--- src/logic/iob_bus_consts.svh ---
`ifndef IOB_BUS_CONSTS_SVH
`define IOB_BUS_CONSTS_SVH

// Bus geometry
`define IOB_ADDR_W 32
`define IOB_DATA_W 32

// Number of followers behind the split
`define IOB_N_FOLLOWERS 2

// Address bit that picks the follower
// 0 selects the RAM, 1 selects the control registers
`define IOB_SEL_BIT 12

// RAM word address width, 256 words
`define IOB_RAM_AW 8

// Value returned by the read-only ID register
`define IOB_CTRL_ID 32'hC7A1_0001

`endif

--- src/logic/iob_bus_pkg.sv ---
`default_nettype none

`include "iob_bus_consts.svh"

package iob_bus_pkg;

   // Byte address
   typedef logic [`IOB_ADDR_W-1:0] addr_t;

   // Data word and its byte strobes
   typedef logic [`IOB_DATA_W-1:0]   data_t;
   typedef logic [`IOB_DATA_W/8-1:0] strb_t;

   // Follower index
   typedef logic [$clog2(`IOB_N_FOLLOWERS)-1:0] sel_t;

   // Request toward a follower, zero wstrb means read
   typedef struct packed {
      logic  avalid;
      addr_t addr;
      data_t wdata;
      strb_t wstrb;
   } iob_req_t;

   // Read response, ready travels on its own wire
   typedef struct packed {
      data_t rdata;
      logic  rvalid;
   } iob_resp_t;

endpackage

`default_nettype wire

--- src/logic/iob_split.sv ---
`timescale 1ns/100ps
`default_nettype none

`include "iob_bus_consts.svh"

// Splits one IOb master across the followers, decoded on one address bit
module iob_split (
   input  wire                         clk_i,
   input  wire                         rst_n_i,

   // Master side
   input  wire iob_bus_pkg::iob_req_t  m_req_i,
   output logic                        m_ready_o,
   output iob_bus_pkg::iob_resp_t      m_resp_o,

   // Follower side
   output iob_bus_pkg::iob_req_t       f_req_o   [`IOB_N_FOLLOWERS],
   input  wire [`IOB_N_FOLLOWERS-1:0]  f_ready_i,
   input  wire iob_bus_pkg::iob_resp_t f_resp_i  [`IOB_N_FOLLOWERS]
);

   iob_bus_pkg::sel_t sel;
   iob_bus_pkg::sel_t sel_q;
   logic              accept;

   // Follower decode straight from the request address
   assign sel       = iob_bus_pkg::sel_t'(m_req_i.addr[`IOB_SEL_BIT]);
   assign m_ready_o = f_ready_i[sel];
   assign accept    = m_req_i.avalid && m_ready_o;

   // Address and write data fan out to all, avalid only to the decoded one
   always_comb begin
      for (int i = 0; i < `IOB_N_FOLLOWERS; i++) begin
         f_req_o[i]        = m_req_i;
         f_req_o[i].avalid = m_req_i.avalid && (sel == iob_bus_pkg::sel_t'(i));
      end
   end

   // Remember which follower took the last request
   always_ff @(posedge clk_i or negedge rst_n_i) begin
      if (!rst_n_i) begin
         sel_q <= '0;
      end else if (accept) begin
         sel_q <= sel;
      end
   end

   // Every follower answers in the cycle after acceptance,
   // so the stored selection points at the responder
   assign m_resp_o = f_resp_i[sel_q];

   for (genvar g = 0; g < `IOB_N_FOLLOWERS; g++) begin : g_resp_chk
      // Only the follower last accepted may answer
      a_resp_from_sel: assert property (
         @(posedge clk_i) disable iff (!rst_n_i)
         f_resp_i[g].rvalid |-> (sel_q == iob_bus_pkg::sel_t'(g))
      );
   end

   // A response always follows a read accepted one cycle earlier
   a_resp_after_read: assert property (
      @(posedge clk_i) disable iff (!rst_n_i)
      m_resp_o.rvalid |-> $past(accept && (m_req_i.wstrb == '0))
   );

   // A write never produces a response
   a_no_write_resp: assert property (
      @(posedge clk_i) disable iff (!rst_n_i)
      (accept && (m_req_i.wstrb != '0)) |=> !m_resp_o.rvalid
   );

endmodule

`default_nettype wire

--- config.mk ---
export PLATFORM = sky130hd
export DESIGN_NAME = iob_split
export DESIGN_NICKNAME = d
export VERILOG_FILES = /design/src/logic/iob_bus_pkg.sv /design/src/logic/iob_split.sv
export VERILOG_INCLUDE_DIRS = /design/src /design/src/logic
export SDC_FILE = /design/constraint.sdc
export NUM_CORES = 1
export LEC_CHECK = 0
export ABC_CLOCK_PERIOD_IN_PS = 2100
export BUFFER_PORTS_ARGS = -buffer_cell sky130_fd_sc_hd__buf_4
export CAP_MARGIN = 20
export CORE_AREA = 2 2 121 123
export CTS_CLUSTER_DIAMETER = 60
export CTS_CLUSTER_SIZE = 30
export DETAILED_ROUTE_END_ITERATION = 8
export DIE_AREA = 0 0 123 125
export GPL_TIMING_DRIVEN = 0
export SYNTH_ARGS = -nofsm -noshare
export SYNTH_HDL_FRONTEND = slang
export SYNTH_SLANG_ARGS = --single-unit
--- constraint.sdc ---
create_clock -name clk_i -period 2.1 [get_ports clk_i]
set_clock_uncertainty 0.15 [all_clocks]
set_input_delay 0.315 -clock clk_i [delete_from_list [all_inputs] [get_ports clk_i]]
set_output_delay 0.315 -clock clk_i [all_outputs]
set_load 0.02 [all_outputs]
==> flow_metrics.env <==
export IMPL_yosysUniqueCellTypes=11
export IMPL_vias=1922
export IMPL_hold_viol_final=0
export IMPL_yosys_area_top_type="buf_4"
export IMPL_rsz0062_at_grt="no"
export IMPL_wl_per_cell_um=9.52
export IMPL_start_util_pct=11.6
export IMPL_grt_pass1_wl_mm=7.42
export IMPL_grt_overflow=0
export IMPL_core_area_um2=14200
export IMPL_track_usage_pct=5.82
export IMPL_place_detailed_hpwl_mm=5.50
export IMPL_path_depth=4
export IMPL_yosysWarningCount=0
export IMPL_fp_dieH_um=125
export IMPL_post_cts_buffers=0
export IMPL_final_net_count=565
export IMPL_fmax_mhz=629
export IMPL_critPathCaptureType="output port"
export IMPL_synth_cells=180
export IMPL_critPathMaxStageDelay_ps=350
export IMPL_power_uw=1150
export IMPL_fillers=1558
export IMPL_crit_chain="buf_6, buf_12, mux2_4, buf_4"
export IMPL_crit_arrival_ps=1120
export IMPL_reg_top3="sel_q: 1 flops"
export IMPL_reg2reg_depth=3
export IMPL_maxCapViolCount=0
export IMPL_worst_setup_path_start_kind="flip-flop"
export IMPL_multi_input_area_um2=526
export IMPL_rows=44
export IMPL_grt_max_degree=11
export IMPL_regMostFlops="sel_q"
export IMPL_clk_pin_slew_ps=0
export IMPL_ys_flop_type="dfrtp_1"
export IMPL_async_reset_ff_share_pct=100
export IMPL_critPathKind="flip-flop to output port"
export IMPL_maxSlewHeadroom_pct=91.1
export IMPL_io_pins=311
export IMPL_seq_area_um2=25.0
export IMPL_crit_buf_inv=3
export IMPL_synthDominantCellAreaShare_pct=62.1
export IMPL_synth_net_count=319
export IMPL_antenna_left=0
export IMPL_p_per_area_nw_per_um2=309
export IMPL_drt_pass1_iterations=4
export IMPL_syn_to_final_growth_pct=126
export IMPL_largest_reg_flops=1
export IMPL_ir_drop_v=0.000135
export IMPL_p_leak_uw=0.00216
export IMPL_synth_edff_count=0
export IMPL_yosysMostFrequentCell="buf_4"
export IMPL_drt_iter0_markers=7
export IMPL_die_area_um2=15400
export IMPL_insertion_delay_ps=0
export IMPL_antenna_found_initial=0
export IMPL_utilization_pct=26.1
export IMPL_setup_ws_ps=511
export IMPL_status="finished clean"
export IMPL_via_per_inst=3.16
export IMPL_cp_top_family="buffers and inverters"
export IMPL_worst_path_max_fanout=10
export IMPL_slew_viol_final=0
export IMPL_yosysSeqAreaShare_pct=1.52
export IMPL_synth_area_leaders="buf_4 62%, mux2_4 27%, buf_12 3.7%"
export IMPL_dp_slack_ps=491
export IMPL_syn_avg_cell_area_um2=9.13
export IMPL_min_path_cells=2
export IMPL_port_buffers=243
export IMPL_slowest_stage="dfrtp_1"
export IMPL_drc=0
export IMPL_die_w_um=123
export IMPL_synth_common_cells="136 x buf_4, 29 x mux2_4, 5 x mux2_2, 3 x buf_12"
export IMPL_insertedDiodeCount=0
export IMPL_finalSetupViolations=0
export IMPL_min_path_type="input port to flip-flop"
export IMPL_drt_total_wl_mm=5.79
export IMPL_drive_gt1_share_pct=98.6
export IMPL_period_needed_ps=1590
export IMPL_finalCritPeriodShare_pct=75.7
export IMPL_syn_cell_area_um2=1640
export IMPL_cp_required_ps=1630
export IMPL_final_setup_tns_ps=0
export IMPL_ys_ff_latch=1
export IMPL_gp_congestion=0.688
export IMPL_grt_pass1_vias=1682
export IMPL_worst_pin_slew_ps=134
[per-layer routing]
layer	part of all wire, %	global-route usage, %	up-vias
met4	0	0	0
li1	-	-	925
met2	60	14.1	171
met3	18	1.32	0
met1	22	4.41	826
met5	0	0	-
[power breakdown]
group          switching (uW)  leakage, uW  total [uW]  internal [uW]
registers               0.908    0.0000104        22.8           21.9
clock network               0            0           0              0
logic                     477      0.00215        1120            647
total                     478      0.00216        1150            668
[kinds of logic (layout without fill, tap and decap cells)]
| kind of cell | after synthesis | in the layout | synth area share, % |
|---|---|---|---|
| flops | 1 | 1 | 1.52 |
| simple gates | 3 | 3 | 0.990 |
| buf+inv | 140 | 384 | 66.5 |
| mux | 34 | 34 | 29.9 |
| compound gates | 2 | 2 | 1.07 |
[cells in the final DEF, fill, tap and decap left out]
master	instances
buf_4	379
mux2_4	29
mux2_2	5
buf_12	3
buf_6	1
and2_1	1
nor2b_1	1
a21o_2	1
nand2_1	1
a22o_1	1
dlygate4sd3_1	1
dfrtp_1	1
[repair_timing]
item,CTS,global route
resized for setup,0,0
endpoints found under the hold margin,1,0
hold buffers,1,0
[metrics by stage]
step / cells / cell area, um2 / hold slack, ps
5_1_grt: 608 / 3710 / 499
4_1_cts: 608 / 3710 / 495
3_3_place_gp: 607 / 3700 / -54.3
6_report: 608 / 3710 / 475
2_1_floorplan: 180 / 1640 / -131
3_5_place_dp: 607 / 3700 / -55.4
[cell type report]
cell class	instances	area share (%)
plain buffers	140	29.5
multi-input cells	39	14.2
flip-flops and latches	1	0.675
well taps	184	6.21
repair buffers	244	49.5
[final timing paths]
path | start | end | slack, ps
setup / recovery | sel_q$_DFFE_PN0P_ | m_resp_o[28] | 510
hold / removal | m_req_i[48] | sel_q$_DFFE_PN0P_ | 480
setup reg to reg | sel_q$_DFFE_PN0P_ | sel_q$_DFFE_PN0P_ | 910
hold reg to reg | sel_q$_DFFE_PN0P_ | sel_q$_DFFE_PN0P_ | 620
max in group asynchronous | rst_n_i | sel_q$_DFFE_PN0P_ | 1190
min in group asynchronous | rst_n_i | sel_q$_DFFE_PN0P_ | 520
(Power assumes the default switching activity.)
