==> src/logic/iob_bus_consts.svh <==
`ifndef IOB_BUS_CONSTS_SVH
`define IOB_BUS_CONSTS_SVH

// Bus geometry
`define IOB_ADDR_W 32
`define IOB_DATA_W 32

// Number of followers behind the split
`define IOB_N_FOLLOWERS 2

// Address bit that picks the follower
// 0 selects the RAM, 1 selects the control registers
`define IOB_SEL_BIT 12

// RAM word address width, 256 words
`define IOB_RAM_AW 8

// Value returned by the read-only ID register
`define IOB_CTRL_ID 32'hC7A1_0001

`endif

==> src/logic/iob_bus_pkg.sv <==
`default_nettype none

`include "iob_bus_consts.svh"

package iob_bus_pkg;

   // Byte address
   typedef logic [`IOB_ADDR_W-1:0] addr_t;

   // Data word and its byte strobes
   typedef logic [`IOB_DATA_W-1:0]   data_t;
   typedef logic [`IOB_DATA_W/8-1:0] strb_t;

   // Follower index
   typedef logic [$clog2(`IOB_N_FOLLOWERS)-1:0] sel_t;

   // Request toward a follower, zero wstrb means read
   typedef struct packed {
      logic  avalid;
      addr_t addr;
      data_t wdata;
      strb_t wstrb;
   } iob_req_t;

   // Read response, ready travels on its own wire
   typedef struct packed {
      data_t rdata;
      logic  rvalid;
   } iob_resp_t;

endpackage

`default_nettype wire

==> src/logic/iob_ctrl_regs.sv <==
`timescale 1ns/100ps
`default_nettype none

`include "iob_bus_consts.svh"

// Control register bank, three scratch words and an ID word
// Each access takes two cycles
module iob_ctrl_regs (
   input  wire                        clk_i,
   input  wire                        rst_n_i,
   input  wire iob_bus_pkg::iob_req_t req_i,
   output logic                       ready_o,
   output iob_bus_pkg::iob_resp_t     resp_o
);

   localparam int         NBYTES    = `IOB_DATA_W / 8;
   localparam int         N_SCRATCH = 3;
   localparam logic [1:0] ID_IDX    = 2'd3;

   typedef enum logic {
      CTRL_WAIT,
      CTRL_ACK
   } ctrl_state_e;

   ctrl_state_e        state_q;
   iob_bus_pkg::data_t scratch_q [N_SCRATCH];
   logic [1:0]         reg_idx;
   logic               accept;
   iob_bus_pkg::data_t rdata_q;
   logic               rvalid_q;

   assign reg_idx = req_i.addr[3:2];
   assign ready_o = (state_q == CTRL_ACK);
   assign accept  = req_i.avalid && ready_o;

   // First cycle of a request waits, second cycle acknowledges
   always_ff @(posedge clk_i or negedge rst_n_i) begin
      if (!rst_n_i) begin
         state_q <= CTRL_WAIT;
      end else if (state_q == CTRL_WAIT && req_i.avalid) begin
         state_q <= CTRL_ACK;
      end else begin
         state_q <= CTRL_WAIT;
      end
   end

   // Scratch registers, the ID slot drops writes
   always_ff @(posedge clk_i or negedge rst_n_i) begin
      if (!rst_n_i) begin
         for (int i = 0; i < N_SCRATCH; i++) begin
            scratch_q[i] <= '0;
         end
      end else if (accept && (reg_idx != ID_IDX)) begin
         for (int b = 0; b < NBYTES; b++) begin
            if (req_i.wstrb[b]) begin
               scratch_q[reg_idx][8*b +: 8] <= req_i.wdata[8*b +: 8];
            end
         end
      end
   end

   always_ff @(posedge clk_i) begin
      if (accept && (req_i.wstrb == '0)) begin
         rdata_q <= (reg_idx == ID_IDX) ? `IOB_CTRL_ID : scratch_q[reg_idx];
      end
   end

   always_ff @(posedge clk_i or negedge rst_n_i) begin
      if (!rst_n_i) begin
         rvalid_q <= 1'b0;
      end else begin
         rvalid_q <= accept && (req_i.wstrb == '0);
      end
   end

   always_comb begin
      resp_o.rdata  = rdata_q;
      resp_o.rvalid = rvalid_q;
   end

   // Response never lands during an acknowledge cycle
   a_resp_timing: assert property (
      @(posedge clk_i) disable iff (!rst_n_i)
      resp_o.rvalid |-> !ready_o
   );

endmodule

`default_nettype wire

==> config.mk <==
export PLATFORM = sky130hd
export DESIGN_NAME = iob_ctrl_regs
export DESIGN_NICKNAME = d
export VERILOG_FILES = /design/src/logic/iob_bus_pkg.sv /design/src/logic/iob_ctrl_regs.sv
export VERILOG_INCLUDE_DIRS = /design/src /design/src/logic
export SDC_FILE = /design/constraint.sdc
export NUM_CORES = 1
export LEC_CHECK = 0
export ABC_AREA = 1
export BUFFER_PORTS_ARGS = -buffer_cell sky130_fd_sc_hd__buf_4
export CAP_MARGIN = 20
export CORE_UTILIZATION = 45
export DETAILED_ROUTE_END_ITERATION = 10
export PLACE_DENSITY = 0.67
export REMOVE_ABC_BUFFERS = 1
export SYNTH_ARGS = -nofsm -noshare
export SYNTH_HDL_FRONTEND = slang
export SYNTH_SLANG_ARGS = --single-unit
==> constraint.sdc <==
create_clock -name clk_i -period 6.9 [get_ports clk_i]
set_clock_uncertainty 0.15 [all_clocks]
set_input_delay 1.035 -clock clk_i [delete_from_list [all_inputs] [get_ports clk_i]]
set_output_delay 1.035 -clock clk_i [all_outputs]
set_load 0.1 [all_outputs]
==> results.py, run 1 <==
metrics = {
    "floorplanning": {
        "rows": 39,
        "pin_count": 105,
        "die_area_mm2": 0.0125,
        "start_util": 0.469,
        "die_h_um": 112,
        "die_w_um": 112,
        "core-area_mm2": 0.0116,
    },
    "logic_synthesis": {
        "synth_area_mm2": 0.00545,
        "ys_ff_latch": 130,
        "yosys_warnings": 0,
        "syn_avg_cell_area_um2": 9.11,
        "synth_cells": 598,
        "synth_seq_area_share": 0.627,
        "synth.distinct_cells": 17,
    },
    "cts": {
        "clk_pin_slew_ns": 0.06,
        "cts_tree": "yes",
        "cts_sinks": 130,
        "post_cts.repair.setup_buffers": 0,
        "cts_buffer_depth": 2,
        "postCtsHoldBufs": 0,
        "cts_buffers": 17,
        "cts_root_buffer": "clkbuf_16",
        "cts_resized": 0,
        "cts_max_level": 4,
        "insertion_delay_ns": 0.42,
    },
    "routing": {
        "routed_wl_um": 13200,
        "vias_per_cell": 5.38,
        "ant_nets": 0,
        "wl_per_cell_um": 16.0,
        "drt_drc_violations_left": 6,
        "vias": 4426,
        "firstDrtPassIters": 8,
        "drt_iter0_drc": 393,
    },
    "sta": {
        "finalHoldViolCount": 0,
        "timing.final.crit_period_ns": 2.81,
        "worstMarginPinSlew_ns": 0.925,
        "slew-limit-headroom": 0.382,
        "hold_ws_ns": 0.297,
        "rsz0062_at_grt": "false",
        "setup_tns_ns": 0,
        "slew_violations": 0,
        "finalCritPeriodShare": 0.407,
        "setup_viol": 0,
        "fmax_ghz": 0.356,
    },
    "setup_path": {
        "reg2regPathDepth": 5,
        "r2r_slack_ns": 4.63,
        "worst_ep_required_time_ns": 7.05,
        "worstSetupPathType": "in -> reg",
        "cp-end-kind": "flip-flop",
        "rr_endpoint": "rdata_q[23]",
        "crit_fanout": 33,
        "arrival_ns": 2.96,
        "r2r_start": "ready_o",
        "cp-start-kind": "input pin",
    },
    "job": {
        "drv_cap": 0,
    },
    "global_route": {
        "grt_overflow_total": 0,
        "antenna_found_initial": 0,
        "grt_pass1_vias": 4161,
        "grtUsageTotal": 0.226,
        "grt_max_degree": 57,
        "grt_pass1_wl_um": 21500,
    },
    "placed_design": {
        "routabilityCongestion": 0.771,
        "portBuffers": 74,
        "post-dp-hpwl_um": 7670,
    },
    "finish": {
        "drive_gt1_frac": 0.180,
        "nets": 737,
        "fillerInstances": 1085,
        "antennaDiodeCount": 0,
        "area_growth_pct": 23.3,
    },
    "hold_path": {
        "min_from": "ready_o",
        "whs_path_depth": 1,
        "min_path_type": "reg -> reg",
        "holdPathEnd": "ready_o",
    },
    "power_and_ir_drop": {
        "powerDensity_mw_per_mm2": 317,
        "cellLeakagePower_nw": 3.35,
        "peakVddDrop_mv": 0.176,
    },
    "run_status": {
        "violations": "DRC",
        "status": "finished with violations",
    },
}
==> worst max path at each step <==
stage	end	slack, ns	startpoint	cells after the start
floorplan	rdata_q[0]	2.65	req_i[68]	4
global placement	scratch_q[92]	3.64	req_i[39]	7
detailed placement	scratch_q[69]	3.63	req_i[39]	7
CTS	scratch_q[71]	4.06	req_i[39]	7
global route	scratch_q[93]	3.92	req_i[39]	7
finish	scratch_q[71]	4.09	req_i[39]	7
==> metal layers <==
metal  share of wire  vias up  track usage  wire length (um)
li1                -     2114            -                 -
met1            0.44     2108        0.306              5760
met2            0.47      184        0.350              6200
met3           0.074       20       0.0555               978
met4           0.017        0       0.0933               221
met5               0        -            0                 0
==> through the flow <==
step	instance area, um2	setup WS [ns]	instances	power, mW	utilization
6_report	6720	4.09	822	2.13	0.578
5_1_grt	6720	3.92	822	2.21	0.578
4_1_cts	6720	4.06	822	2.14	0.578
3_5_place_dp	6100	3.63	790	1.21	0.525
3_3_place_gp	6100	3.64	790	1.20	0.525
2_1_floorplan	5300	2.65	568	1.12	-
==> cells by family (layout without fill, tap and decap cells) <==
| family | count (synthesis) | after routing | synth area share |
|---|---|---|---|
| AOI/OAI and AO/OA | 32 | 32 | 0.0326 |
| buffers and inverters | 48 | 129 | 0.0393 |
| DFF | 130 | 130 | 0.627 |
| and+or+nand+nor | 388 | 388 | 0.301 |
==> worst max-delay path, stage by stage <==
cell and delay [ns]:
buf_4 0.18, nor2_4 0.74, nand2_1 0.39, inv_2 0.18
nand2_1 0.23, nand2_1 0.13, nand2_1 0.06
==> Yosys cell counts (all sizes together) <==
cell type / n / share of area
a22oi: 7 / 0.0097
buf: 18 / 0.019
clkbuf: 12 / 0.0083
dfrtp: 98 / 0.45
edfxtp: 32 / 0.18
inv: 18 / 0.012
nand2: 297 / 0.20
nand3: 26 / 0.024
nand4: 54 / 0.062
nor2: 10 / 0.0097
nor3: 1 / 0.00092
o21ai: 25 / 0.023
==> power breakdown <==
part           switching (mW)  internal [mW]  total (mW)
Clock                   0.325          0.603       0.927
Combinational           0.140         0.0859       0.226
Sequential             0.0607          0.912       0.972
==> cell type report <==
type | count | area, um2 | share of cell area
Clock buffer | 22 | 484 | 0.0721
Tap cell | 143 | 179 | 0.0266
Clock inverter | 10 | 130 | 0.0194
Inverter | 18 | 67.6 | 0.0101
Timing Repair Buffer | 79 | 593 | 0.0883
Multi-Input combinational cell | 420 | 1850 | 0.275
Sequential cell | 130 | 3410 | 0.508
==> sequential cells by signal, indices dropped and copies added (netlist names) <==
register,flops
scratch_q,96
rdata_q,32
ready_o,1
rvalid_q,1
==> cell usage in the layout, fill, tap and decap left out, types with 4 or more instances in the layout <==
master	synthesis	final
a22oi_1	7	7
nand2_1	297	297
inv_1	15	15
nand3_1	26	26
o21ai_0	9	9
dfrtp_1	98	98
nor2_2	6	5
o21ai_1	16	16
buf_4	5	79
clkbuf_8	0	4
edfxtp_1	32	32
clkinv_2	0	5
clkbuf_16	0	17
nand4_1	54	54
(Power assumes the default switching activity.)
==> run 2, diff against run 1 <==
PLACE_DENSITY = 0.7   (was 0.67)
clock period = 2.3 ns   (was 6.9 ns; I/O delays follow)
==> run 2 against run 1 <==
The run still ends with DRC left; critical endpoint is now scratch_q[74]; flip-flop and latch count is the same; worst hold slack lost 0.29 ns; cell area rose by 0.89%; non-clock buffer count grew 14.
==> results.py, run 2 (synthesis results as in run 1) <==
metrics = {
    "setup_path": {
        "cp-start-kind": "flip-flop",
        "cp-end-kind": "flip-flop",
        "rr_endpoint": "scratch_q[74]",
        "worstSetupPathType": "reg -> reg",
        "crit_fanout": 8,
        "r2r_slack_ns": 0.45,
        "reg2regPathDepth": 7,
        "cp_common_cell": "nand2_1",
        "cpMaxStageDelayCell": "dfrtp_1",
        "cp_cell_sequence": "nand2_1, inv_1, nand2_1, inv_2, nand2_1, nand2_1, nand2_1",
        "worst_ep_required_time_ns": 2.43,
        "arrival_ns": 1.98,
        "cp_slowest_stage_delay_ns": 0.37,
        "r2r_start": "ready_o",
    },
    "routing": {
        "drt_drc_violations_left": 3,
        "wl_per_cell_um": 15.9,
        "vias": 4521,
        "routed_wl_um": 13300,
        "vias_per_cell": 5.41,
        "firstDrtPassIters": 8,
        "drt_iter0_drc": 259,
        "ant_nets": 0,
    },
    "sta": {
        "slew_violations": 0,
        "timing.final.crit_period_ns": 1.85,
        "worst_slack_ns": 0.448,
        "worstMarginPinSlew_ns": 0.595,
        "hold_ws_ns": 0.0108,
        "finalHoldViolCount": 0,
        "setup_tns_ns": 0,
        "setup_viol": 0,
        "finalCritPeriodShare": 0.805,
        "rsz0062_at_grt": "false",
        "fmax_ghz": 0.540,
        "slew-limit-headroom": 0.602,
    },
    "placed_design": {
        "routabilityCongestion": 0.766,
        "post-dp-hpwl_um": 8080,
        "placed_area_mm2": 0.00616,
        "portBuffers": 74,
        "placedCellCount": 797,
        "place_ws_ns": 0.422,
    },
    "power_and_ir_drop": {
        "peakVddDrop_mv": 0.406,
        "powerDensity_mw_per_mm2": 902,
        "cellLeakagePower_nw": 3.38,
        "total_power_mw": 6.12,
    },
    "hold_path": {
        "whs_path_depth": 3,
        "min_from": "req_i[34]",
        "min_path_type": "in -> reg",
        "holdPathEnd": "scratch_q[94]",
    },
    "finish": {
        "nets": 751,
        "largest_reg_flops": 96,
        "instances_no_fill": 836,
        "final_common_cell": "nand2_1",
        "mostFrequentLayoutCells": "297 x nand2_1, 98 x dfrtp_1, 85 x buf_4",
        "antennaDiodeCount": 0,
        "fillerInstances": 1027,
        "top_regs": "scratch_q (96), rdata_q (32)",
        "largest-register": "scratch_q",
        "drive_gt1_frac": 0.182,
        "multi_input_area_mm2": 0.00184,
        "final_util": 0.583,
        "fin_area_mm2": 0.00678,
        "regArea_mm2": 0.00341,
        "area_growth_pct": 24.4,
    },
    "cts": {
        "insertion_delay_ns": 0.40,
        "cts_buffer_depth": 2,
        "clk_pin_slew_ns": 0.06,
        "cts_sinks": 130,
        "cts_tree": "yes",
        "cts_buffers": 17,
        "cts_max_level": 4,
        "cts_root_buffer": "clkbuf_16",
        "cts_resized": 0,
    },
    "run_status": {
        "violations": "DRC",
        "status": "finished with violations",
    },
    "floorplanning": {
        "pin_count": 105,
        "core-area_mm2": 0.0116,
        "start_util": 0.469,
        "rows": 39,
        "die_area_mm2": 0.0125,
        "die_h_um": 112,
        "die_w_um": 112,
    },
    "global_route": {
        "grtUsageTotal": 0.224,
        "grt_max_degree": 55,
        "grt_pass1_wl_um": 22000,
        "grt_overflow_total": 0,
        "antenna_found_initial": 0,
        "grt_pass1_vias": 4388,
    },
    "job": {
        "drv_cap": 0,
    },
}
## run 2: timing repair
action / 4_1_cts / 5_1_grt
hold buffers: 7 / 0
hold endpoints to repair: 71 / 0
buffers inserted: 0 / 0
## run 2: how the worst max path moves through the flow
stage                         start       endpoint  cells after the start
after floorplan             ready_o     rdata_q[0]                      4
after global placement    req_i[68]     rdata_q[9]                      6
after detailed placement  req_i[68]     rdata_q[9]                      6
after CTS                   ready_o     rdata_q[0]                      5
after global routing        ready_o    rdata_q[14]                      5
final                       ready_o  scratch_q[74]                      7
## run 2: area by class of cell
type                            instances  share of cell area
Inverter                               18             0.00997
Sequential cell                       130               0.504
Clock inverter                         10              0.0127
Tap cell                              143              0.0264
Timing Repair Buffer                   93               0.107
Multi-Input combinational cell        420               0.271
Clock buffer                           22              0.0685
## run 2: critical path: cells and delay by family, from the launching register on
family	cells	cell delay, ns
AND/OR/NAND/NOR	5	0.84
flip-flops	1	0.37
buffers and inverters	2	0.37
## run 2: report_power, final
group	switching [mW]	internal [mW]
clock network	0.952	1.53
registers	0.189	2.74
logic	0.430	0.275
total	1.57	4.54
## run 2: per-layer routing
metal,GRT usage,up-vias,part of all wire
li1,-,2146,-
met1,0.315,2165,0.43
met5,0,-,0
met3,0.0425,19,0.076
met4,0.0800,0,0.011
met2,0.348,191,0.48
