<file path="src/logic/iob_bus_consts.svh">
`ifndef IOB_BUS_CONSTS_SVH
`define IOB_BUS_CONSTS_SVH

// Bus geometry
`define IOB_ADDR_W 32
`define IOB_DATA_W 32

// Number of followers behind the split
`define IOB_N_FOLLOWERS 2

// Address bit that picks the follower
// 0 selects the RAM, 1 selects the control registers
`define IOB_SEL_BIT 12

// RAM word address width, 256 words
`define IOB_RAM_AW 8

// Value returned by the read-only ID register
`define IOB_CTRL_ID 32'hC7A1_0001

`endif

</file>
<file path="src/logic/iob_bus_pkg.sv">
`default_nettype none

`include "iob_bus_consts.svh"

package iob_bus_pkg;

   // Byte address
   typedef logic [`IOB_ADDR_W-1:0] addr_t;

   // Data word and its byte strobes
   typedef logic [`IOB_DATA_W-1:0]   data_t;
   typedef logic [`IOB_DATA_W/8-1:0] strb_t;

   // Follower index
   typedef logic [$clog2(`IOB_N_FOLLOWERS)-1:0] sel_t;

   // Request toward a follower, zero wstrb means read
   typedef struct packed {
      logic  avalid;
      addr_t addr;
      data_t wdata;
      strb_t wstrb;
   } iob_req_t;

   // Read response, ready travels on its own wire
   typedef struct packed {
      data_t rdata;
      logic  rvalid;
   } iob_resp_t;

endpackage

`default_nettype wire

</file>
<file path="src/logic/iob_req_buffer.sv">
`timescale 1ns/100ps
`default_nettype none

// One-entry request buffer between the master port and the split
module iob_req_buffer (
   input  wire                        clk_i,
   input  wire                        rst_n_i,

   // Master side
   input  wire iob_bus_pkg::iob_req_t m_req_i,
   output logic                       m_ready_o,

   // Split side
   output iob_bus_pkg::iob_req_t      s_req_o,
   input  wire                        s_ready_i
);

   logic                  valid_q;
   iob_bus_pkg::iob_req_t entry_q;

   // Room for a new request when empty or when the entry leaves this cycle
   assign m_ready_o = !valid_q || s_ready_i;

   always_ff @(posedge clk_i or negedge rst_n_i) begin
      if (!rst_n_i) begin
         valid_q <= 1'b0;
      end else if (m_ready_o) begin
         valid_q <= m_req_i.avalid;
      end
   end

   always_ff @(posedge clk_i) begin
      if (m_ready_o && m_req_i.avalid) begin
         entry_q <= m_req_i;
      end
   end

   // Entry fields go out as stored, avalid comes from the valid flag
   always_comb begin
      s_req_o        = entry_q;
      s_req_o.avalid = valid_q;
   end

   // A stalled request must not change until the split takes it
   a_hold_stable: assert property (
      @(posedge clk_i) disable iff (!rst_n_i)
      (s_req_o.avalid && !s_ready_i) |=> $stable(s_req_o)
   );

endmodule

`default_nettype wire

</file>
<file path="config.mk">
export PLATFORM = sky130hd
export DESIGN_NAME = iob_req_buffer
export DESIGN_NICKNAME = d
export VERILOG_FILES = /design/src/logic/iob_bus_pkg.sv /design/src/logic/iob_req_buffer.sv
export VERILOG_INCLUDE_DIRS = /design/src /design/src/logic
export SDC_FILE = /design/constraint.sdc
export NUM_CORES = 1
export LEC_CHECK = 0
export BUFFER_PORTS_ARGS = -buffer_cell sky130_fd_sc_hd__buf_2
export CAP_MARGIN = 15
export CORE_UTILIZATION = 43
export CTS_BUF_LIST = sky130_fd_sc_hd__clkbuf_16
export DETAILED_ROUTE_END_ITERATION = 10
export GPL_TIMING_DRIVEN = 0
export MAX_ROUTING_LAYER = met4
export PLACE_DENSITY = 0.82
export REMOVE_ABC_BUFFERS = 1
export SETUP_SLACK_MARGIN = 0.4
export SLEW_MARGIN = 20
export SYNTH_ARGS = -nofsm -noshare
export SYNTH_HDL_FRONTEND = slang
export SYNTH_SLANG_ARGS = --single-unit
</file>
<file path="constraint.sdc">
create_clock -name clk_i -period 3.11 [get_ports clk_i]
set_input_delay 0.311 -clock clk_i [delete_from_list [all_inputs] [get_ports clk_i]]
set_output_delay 0.311 -clock clk_i [all_outputs]
set_load 0.02 [all_outputs]
</file>
==> results of run 1 <==
-- layout by cell type (no fill, tap or decap), drive strengths merged --
cell / n
dlygate4sd3: 1
inv: 2
clkinv: 3
dfrtp: 1
buf: 141
nand2b: 2
clkbuf: 9
and2: 1
edfxtp: 68
-- sequential cells by signal, indices dropped and copies added (netlist names) --
name	flops
valid_q	1
s_req_o	68
-- cell usage after synthesis --
cell	count	share of area
nand2b_1	1	0.0030
dfrtp_1	1	0.012
edfxtp_1	68	0.97
buf_4	1	0.0036
and2_4	1	0.0042
nand2b_4	1	0.0065
-- worst max path at each step --
stage / slack [ns] / cells past startpoint / to
after floorplan: 1.54 / 2 / s_req_o[0]$_DFFE_PP_
after global placement: 1.53 / 3 / s_req_o[50]$_DFFE_PP_
after detailed placement: 1.49 / 3 / s_req_o[47]$_DFFE_PP_
after CTS: 1.52 / 2 / s_req_o[49]$_DFFE_PP_
after global routing: 1.45 / 2 / s_req_o[49]$_DFFE_PP_
final: 1.53 / 2 / s_req_o[25]$_DFFE_PP_
-- timing repair --
| action | CTS | global route |
|---|---|---|
| hold buffers | 1 | 0 |
| buffers inserted | 0 | 0 |
| endpoints found under the hold margin | 1 | 0 |
-- worst max-delay path, cell delays in order, from the launching register on --
cell and delay (ns):
dfrtp_1 0.40, nand2b_4 0.08, and2_4 0.68
-- cells by family after synthesis --
family / count (synthesis) / share of synthesized area
flops: 69 / 0.9827
simple gates: 3 / 0.01368
buf+inv: 1 / 0.003571
-- stage by stage --
step | hold WS [ns] | instances | area (um^2) | worst slack [ns]
floorplan | 0.01541 | 72 | 2096 | 1.539
global placement | 0.08739 | 280 | 2885 | 1.525
detailed placement | 0.08679 | 280 | 2885 | 1.491
CTS | 0.1582 | 295 | 3143 | 1.524
global route | 0.1544 | 295 | 3143 | 1.449
finish | 0.1696 | 295 | 3143 | 1.529
-- final cells by class --
class | instances | share of cell area
tap | 67 | 0.02667
sequential | 69 | 0.6576
clock inverter | 5 | 0.007166
clock buffer | 9 | 0.07166
timing repair buffer | 142 | 0.2277
multi-input combinational | 3 | 0.009156
-- per-layer routing --
layer / part of all wire / wire (um) / global-route usage / vias up
met5: 0 / 0 / - / -
met4: 0.026 / 106 / 0.1002 / 0
met3: 0.094 / 385 / 0.06667 / 11
met2: 0.54 / 2204 / 0.2925 / 88
met1: 0.34 / 1414 / 0.1709 / 602
li1: - / - / - / 595
-- where the power goes --
| group | switching [mW] | total (mW) | internal, mW | leakage, nW |
|---|---|---|---|---|
| clock network | 0.319 | 0.837 | 0.518 | 0.133 |
| registers | 0.0115 | 1.10 | 1.09 | 0.658 |
| logic | 0.114 | 0.180 | 0.0658 | 0.574 |
==> qor.csv, run 1 <==
metric,value,unit
outcome,finished clean,
drc,0,
die_y,71.94,um
power.static_leakage,1.365,nW
yosys_warnings,0,
cts_buffer_depth,2,
r2r_start,valid_q$_DFFE_PN0P_,
grt_max_degree,69,
clock_sinks,69,
r2r-end,s_req_o[25]$_DFFE_PP_,
rsz0062_at_grt,no,
cts_tree,built,
power_density,672.9,nW/um^2
hold_end,s_req_o[10]$_DFFE_PP_,
vias_per_cell,4.393,
netlist_area,2103,um^2
synth_area_per_cell,28.81,um^2
cts.repair.resized,0,
finalSetupViolations,0,
htreeDepth,3,
overflow,0,
gp_congestion,0.6721,
hold_viol,0,
wl,4.110,mm
antenna_found_initial,0,
nNetsFinal,297,
critical_path_class,flip-flop to flip-flop,
clk_transition_reported_paths,0.05,ns
max_cap_violations,0,
start_util,0.4453,
fin_crit_sh,0.5083,
via_count,1296,
worst_pin_slew,0.8270,ns
post-route-util,0.6654,
cp_max_fo,68,
num_io_pins,142,
start_kind,flip-flop,
grt_usage,0.1736,
ant_nets,0,
routedWlPerCell,13.93,um
whs_path_depth,1,
synth.distinct_cells,6,
setup_tns,0,ns
area_growth,49.43,%
std_cell_rows,25,
cts_root_buf,clkbuf_16,
drive_gt1_frac,0.6798,
seq_area,2067,um^2
fill_cells,341,
multiInputGateArea,28.78,um^2
crit_required,3.05,ns
syn_inst,73,
endpoint_kind,flip-flop,
firstDrtPassIters,4,
grt_pass1_vias,1386,
min_path_type,input port to flip-flop,
total_power,2.115,mW
ir_drop,457.8,uV
core-area,4723,um^2
drtIter0Drc,90,
slew_viol_final,0,
die_area,5175,um^2
cts_buffers,9,
grt_pass1_wl,6.078,mm
ff2ff_path_depth,2,
clock_latency,0.31,ns
relSlewSlack,0.4487,
antenna_cells,0,
startpoint,valid_q$_DFFE_PN0P_,
die_x,71.94,um
r2r_setup_slack,1.53,ns
ys_seq_area_frac,0.9827,
hp-start,m_req_i[10],
finClkSkew,0.006511,ns
ys_ff_latch,69,
worstPathArrival,1.52,ns
max_freq,632.6,MHz
min_period,1.581,ns
io_buffers,141,
(Power assumes the default switching activity.)
==> run 2, diff against run 1 <==
--- a/config.mk
+++ b/config.mk
@@ -8,12 +8,12 @@
 export LEC_CHECK = 0
 export BUFFER_PORTS_ARGS = -buffer_cell sky130_fd_sc_hd__buf_2
 export CAP_MARGIN = 15
-export CORE_UTILIZATION = 43
+export CORE_UTILIZATION = 40
 export CTS_BUF_LIST = sky130_fd_sc_hd__clkbuf_16
 export DETAILED_ROUTE_END_ITERATION = 10
 export GPL_TIMING_DRIVEN = 0
 export MAX_ROUTING_LAYER = met4
-export PLACE_DENSITY = 0.82
+export PLACE_DENSITY = 0.77
 export REMOVE_ABC_BUFFERS = 1
 export SETUP_SLACK_MARGIN = 0.4
 export SLEW_MARGIN = 20
==> constraint.sdc (replaced) <==
create_clock -name clk_i -period 1.5 [get_ports clk_i]
set_input_delay 0.15 -clock clk_i [delete_from_list [all_inputs] [get_ports clk_i]]
set_output_delay 0.15 -clock clk_i [all_outputs]
set_load 0.02 [all_outputs]
==> qor.csv, run 2 (synthesis gave the netlist of run 1 again) <==
metric,value,unit,change
p_sw,1.069,mW,was 444.6 uW
clk_transition_reported_paths,0.06,ns,was 0.05 ns
overflow,0,,unchanged
pwr-share-comb,0.099,,was 0.085
max_cap_violations,0,,unchanged
num_io_pins,142,,unchanged
layout_commonest_cell,buf_2,,unchanged
ir_drop,923.1,uV,was 457.8 uV
vias_per_cell,4.472,,was 4.393
start_kind,flip-flop,,unchanged
worstPathArrival,1.17,ns,was 1.52 ns
cp_max_fo,8,,was 68
die_area,5552,um^2,was 5175 um^2
grt_pass1_wl,7.521,mm,was 6.078 mm
nNetsFinal,338,,was 297
power.static_leakage,1.557,nW,was 1.365 nW
crit_end,s_req_o[60]$_DFFE_PP_,,was s_req_o[25]$_DFFE_PP_
p_sw_frac,0.2150,,was 0.2102
max_freq,854.8,MHz,was 632.6 MHz
worst_pin_slew,0.2254,ns,was 0.8270 ns
r2r_setup_slack,0.33,ns,was 1.53 ns
finClkSkew,0.005663,ns,was 0.006511 ns
critical_path_class,flip-flop to flip-flop,,unchanged
min_path_type,input port to flip-flop,,unchanged
area_growth,71.86,%,was 49.43%
via_count,1525,,was 1296
relSlewSlack,0.8497,,was 0.4487
finalSetupViolations,0,,unchanged
multiInputGateArea,95.09,um^2,was 28.78 um^2
min_period,1.170,ns,was 1.581 ns
drc,0,,unchanged
internal_power,3.904,mW,was 1.670 mW
seq_area,2067,um^2,unchanged
power_density,1376,nW/um^2,was 672.9 nW/um^2
outcome,finished clean,,unchanged
largest_register_ffs,68,,unchanged
antenna_cells,0,,unchanged
io_buffers,141,,unchanged
endpoint_kind,flip-flop,,unchanged
die_y,74.52,um,was 71.94 um
std_cell_rows,26,,was 25
final_cell_area,3615,um^2,was 3143 um^2
cts_tree,built,,unchanged
rsz0062_at_grt,yes,,was no
clock_sinks,69,,unchanged
start_util,0.4144,,was 0.4453
ff2ff_path_depth,2,,unchanged
clock_latency,0.31,ns,about the same
firstDrtPassIters,5,,was 4
clkPwrFrac,0.444,,was 0.396
grt_pass1_vias,1541,,was 1386
drtIter0Drc,61,,was 90
wl,6.104,mm,was 4.110 mm
r2r_start,valid_q$_DFFE_PN0P_,,unchanged
total_power,4.973,mW,was 2.115 mW
post-route-util,0.7123,,was 0.6654
hold_viol,0,,unchanged
core-area,5075,um^2,was 4723 um^2
antenna_found_initial,0,,unchanged
mostFrequentLayoutCells,"140 x buf_2, 68 x edfxtp_1, 33 x dlygate4sd3_1",,"was 141 x buf_2, 68 x edfxtp_1, 9 x clkbuf_16"
fin_crit_sh,0.7799,,was 0.5083
grt_usage,0.2067,,was 0.1736
die_x,74.52,um,was 71.94 um
routedWlPerCell,17.90,um,was 13.93 um
startpoint,valid_q$_DFFE_PN0P_,,unchanged
drive_gt1_frac,0.6162,,was 0.6798
seqPwrFrac,0.458,,was 0.519
gp_congestion,0.6711,,was 0.6721
dpl_cell_area,2889,um^2,was 2885 um^2
r2r-end,s_req_o[60]$_DFFE_PP_,,was s_req_o[25]$_DFFE_PP_
htreeDepth,3,,unchanged
dpl.hpwl,3.085,mm,
ant_nets,0,,unchanged
grt_max_degree,18,,was 69
cts_buffers,9,,unchanged
crit_required,1.50,ns,was 3.05 ns
slew_viol_final,0,,unchanged
cts_buffer_depth,2,,unchanged
fill_cells,325,,was 341
cts_root_buf,clkbuf_16,,unchanged
[run 2: what timing repair did]
action,CTS,global route
buffers inserted,1,0
gates resized for setup,4,2
cloned,3,5
hold buffers,27,6
endpoints found under the setup margin,69,69
hold endpoints to repair,27,6
pin swaps,1,0
[run 2: through the flow]
| step | cells | setup WS [ns] | hold WS, ns | setup TNS [ns] |
|---|---|---|---|---|
| global route | 341 | 0.2951 | 0.0004243 | 0 |
| CTS | 330 | 0.3517 | 0.0001082 | 0 |
| detailed placement | 283 | -0.09153 | -0.07205 | -6.110 |
| finish | 341 | 0.3302 | 0.005798 | 0 |
| global placement | 283 | -0.07040 | -0.07403 | -4.654 |
| floorplan | 72 | -0.07073 | -0.1456 | -4.809 |
[run 2: worst min path at each step]
stage | depth (start not counted) | startpoint | slack (ns) | endpoint
2_1_floorplan | 0 | rst_n_i | -0.15 | valid_q$_DFFE_PN0P_
3_3_place_gp | 1 | rst_n_i | -0.07 | valid_q$_DFFE_PN0P_
4_1_cts | 1 | m_req_i[3] | 0.0001 | s_req_o[3]$_DFFE_PP_
6_report | 1 | m_req_i[49] | 0.006 | s_req_o[49]$_DFFE_PP_
3_5_place_dp | 1 | rst_n_i | -0.07 | valid_q$_DFFE_PN0P_
5_1_grt | 1 | m_req_i[40] | 0.0004 | s_req_o[40]$_DFFE_PP_
[run 2: power groups by stage]
stage / registers (mW) / logic, mW / clock network [mW]
after global placement: 2.31 / 0.370 / 0
after global routing: 2.29 / 0.517 / 2.29
after floorplan: 2.45 / 0.0431 / 0
final: 2.28 / 0.491 / 2.21
after detailed placement: 2.31 / 0.378 / 0
after CTS: 2.27 / 0.452 / 2.22
[run 2: layer usage]
| metal | GRT usage | share of wire | vias up |
|---|---|---|---|
| met5 | - | 0 | - |
| met4 | 0.1342 | 0.014 | 0 |
| met3 | 0.06911 | 0.079 | 9 |
| met2 | 0.3383 | 0.55 | 98 |
| met1 | 0.2111 | 0.36 | 725 |
| li1 | - | - | 693 |
[run 2: worst max-delay path, stage by stage, from the launching register on]
cell,delay (ns)
dfrtp_1,0.43
nand2b_4,0.14
and2_2,0.29
[run 2: area by class of cell]
cell class | count | area share
Clock buffer | 9 | 0.06231
Clock inverter | 7 | 0.02492
Multi-Input combinational cell | 11 | 0.02631
Sequential cell | 69 | 0.5718
Tap cell | 70 | 0.02423
Timing Repair Buffer | 175 | 0.2904
==> run 3, diff against run 2 <==
==> constraint.sdc (replaced) <==
create_clock -name clk_i -period 1.2 [get_ports clk_i]
set_input_delay 0.12 -clock clk_i [delete_from_list [all_inputs] [get_ports clk_i]]
set_output_delay 0.12 -clock clk_i [all_outputs]
set_load 0.02 [all_outputs]
==> qor.csv, run 3 (synthesis gave the netlist of run 1 again) <==
metric,value,unit,change
outcome,finished clean,,unchanged
internal_power,5.083,mW,was 3.904 mW
clock_latency,0.33,ns,was 0.31 ns
cts_setup_buffers,0,,was 1
power.static_leakage,1.829,nW,was 1.557 nW
cp_cell_sequence,nand2b_2 -> and2_4,,was nand2b_4 -> and2_2
max_cap_violations,0,,unchanged
relSlewSlack,0.8581,,was 0.8497
seqPwrFrac,0.436,,was 0.458
fin_crit_sh,0.9850,,was 0.7799
htreeDepth,3,,unchanged
ir_drop,1261,uV,was 923.1 uV
grt_pass1_wl,9.777,mm,was 7.521 mm
finClkSkew,0.008628,ns,was 0.005663 ns
overflow,0,,unchanged
pwr-share-comb,0.131,,was 0.099
power_density,1526,nW/um^2,was 1376 nW/um^2
dpl_cell_area,2889,um^2,unchanged
cts_tree,built,,unchanged
mostFrequentLayoutCells,"82 x buf_2, 69 x dlygate4sd3_1, 68 x edfxtp_1",,"was 140 x buf_2, 68 x edfxtp_1, 33 x dlygate4sd3_1"
area_growth,106.2,%,was 71.86%
layout_setup_ws,0.01802,ns,was 0.3302 ns
fill_cells,217,,was 325
finalSetupViolations,0,,unchanged
clkPwrFrac,0.433,,was 0.444
worst_pin_slew,0.2128,ns,was 0.2254 ns
antenna_found_initial,1,,was 0
die_area,5552,um^2,unchanged
largest_register_ffs,68,,unchanged
total_power,6.619,mW,was 4.973 mW
drtIter0Drc,133,,was 61
critical_path_class,flip-flop to flip-flop,,unchanged
vias_per_cell,4.812,,was 4.472
p_sw,1.536,mW,was 1.069 mW
cts_buffers,9,,unchanged
cts_buffer_depth,2,,unchanged
r2r_start,valid_q$_DFFE_PN0P_,,unchanged
hold_viol,0,,unchanged
std_cell_rows,26,,unchanged
cts_root_buf,clkbuf_16,,unchanged
setup_tns,0,ns,unchanged
start_kind,flip-flop,,unchanged
cp_max_fo,9,,was 8
grt_usage,0.2723,,was 0.2067
num_io_pins,142,,unchanged
worstPathArrival,1.20,ns,was 1.17 ns
start_util,0.4144,,unchanged
routedWlPerCell,23.21,um,was 17.90 um
pre_cts_ws,-0.3915,ns,was -0.09153 ns
grt_pass1_vias,1846,,was 1541
io_buffers,141,,unchanged
min_path_type,input port to async pin,,was input port to flip-flop
endpoint_kind,flip-flop,,unchanged
core-area,5075,um^2,unchanged
final_cell_area,4338,um^2,was 3615 um^2
p_sw_frac,0.2321,,was 0.2150
slowest_delay,0.44,ns,was 0.43 ns
critPathSlowestCell,dfrtp_2,,was dfrtp_1
rsz0062_at_grt,yes,,unchanged
max_freq,846.0,MHz,was 854.8 MHz
clock_sinks,69,,unchanged
via_count,1814,,was 1525
min_period,1.182,ns,was 1.170 ns
dpl.hpwl,3.085,mm,unchanged
die_y,74.52,um,unchanged
clk_transition_reported_paths,0.06,ns,about the same
firstDrtPassIters,4,,was 5
crit_required,1.22,ns,was 1.50 ns
whs,0.1599,ns,was 0.005798 ns
nNetsFinal,373,,was 338
grt_max_degree,18,,unchanged
ant_nets,0,,unchanged
startpoint,valid_q$_DFFE_PN0P_,,unchanged
wl,8.752,mm,was 6.104 mm
slew_viol_final,0,,unchanged
drive_gt1_frac,0.5458,,was 0.6162
layout_commonest_cell,buf_2,,unchanged
drc,0,,unchanged
die_x,74.52,um,unchanged
gp_congestion,0.6711,,unchanged
==> run 3: power by group through the flow <==
stage	clock, mW	sequential, mW	combinational (mW)
after global routing	2.98	2.89	0.897
after CTS	2.77	2.85	0.705
after floorplan	0	3.06	0.0538
final	2.87	2.89	0.865
after global placement	0	2.88	0.462
after detailed placement	0	2.89	0.473
==> run 3: worst paths after layout <==
check                                        end  cells past startpoint  slack, ns
max reg2reg                s_req_o[52]$_DFFE_PP_                      2       0.02
min                          valid_q$_DFFE_PN0P_                      2       0.16
max in group asynchronous    valid_q$_DFFE_PN0P_                      2       0.93
min in group clk_i           valid_q$_DFFE_PN0P_                      2       0.21
max                        s_req_o[52]$_DFFE_PP_                      2       0.02
min reg2reg                  valid_q$_DFFE_PN0P_                      2       0.74
==> run 3: per-layer routing <==
metal,up-vias,part of all wire,track usage
met5,-,0,-
met4,0,0.028,0.1342
met3,21,0.086,0.06369
met2,146,0.53,0.4505
met1,886,0.36,0.3111
li1,761,-,-
==> run 3: metrics by stage <==
step / cells / util
6_report: 377 / 0.8548
5_1_grt: 377 / 0.8548
4_1_cts: 371 / 0.7961
3_5_place_dp: 283 / 0.5693
3_3_place_gp: 283 / 0.5693
2_1_floorplan: 72 / -
==> run 3: final cells by class <==
| type | instances | area (um^2) | area share |
|---|---|---|---|
| Antenna cell | 1 | 2.502 | 0.0005769 |
| Clock buffer | 9 | 225.2 | 0.05192 |
| Clock inverter | 7 | 90.09 | 0.02077 |
| Multi-Input combinational cell | 11 | 98.84 | 0.02279 |
| Sequential cell | 69 | 2068 | 0.4768 |
| Tap cell | 70 | 87.58 | 0.02019 |
| Timing Repair Buffer | 210 | 1765 | 0.4070 |
==> run 3: worst max-delay path: cells and delay by family (launching register included) <==
family,cells,cell delay (ns)
flip-flops,1,0.44
AND/OR/NAND/NOR,2,0.43
==> run 3: repair_timing <==
action                                  4_1_cts  5_1_grt
gates cloned                                  3        5
endpoints found under the setup margin      138      138
hold endpoints to repair                     69        0
pin swaps                                     1        0
hold buffers                                 69        0
gates resized for setup                      41       86
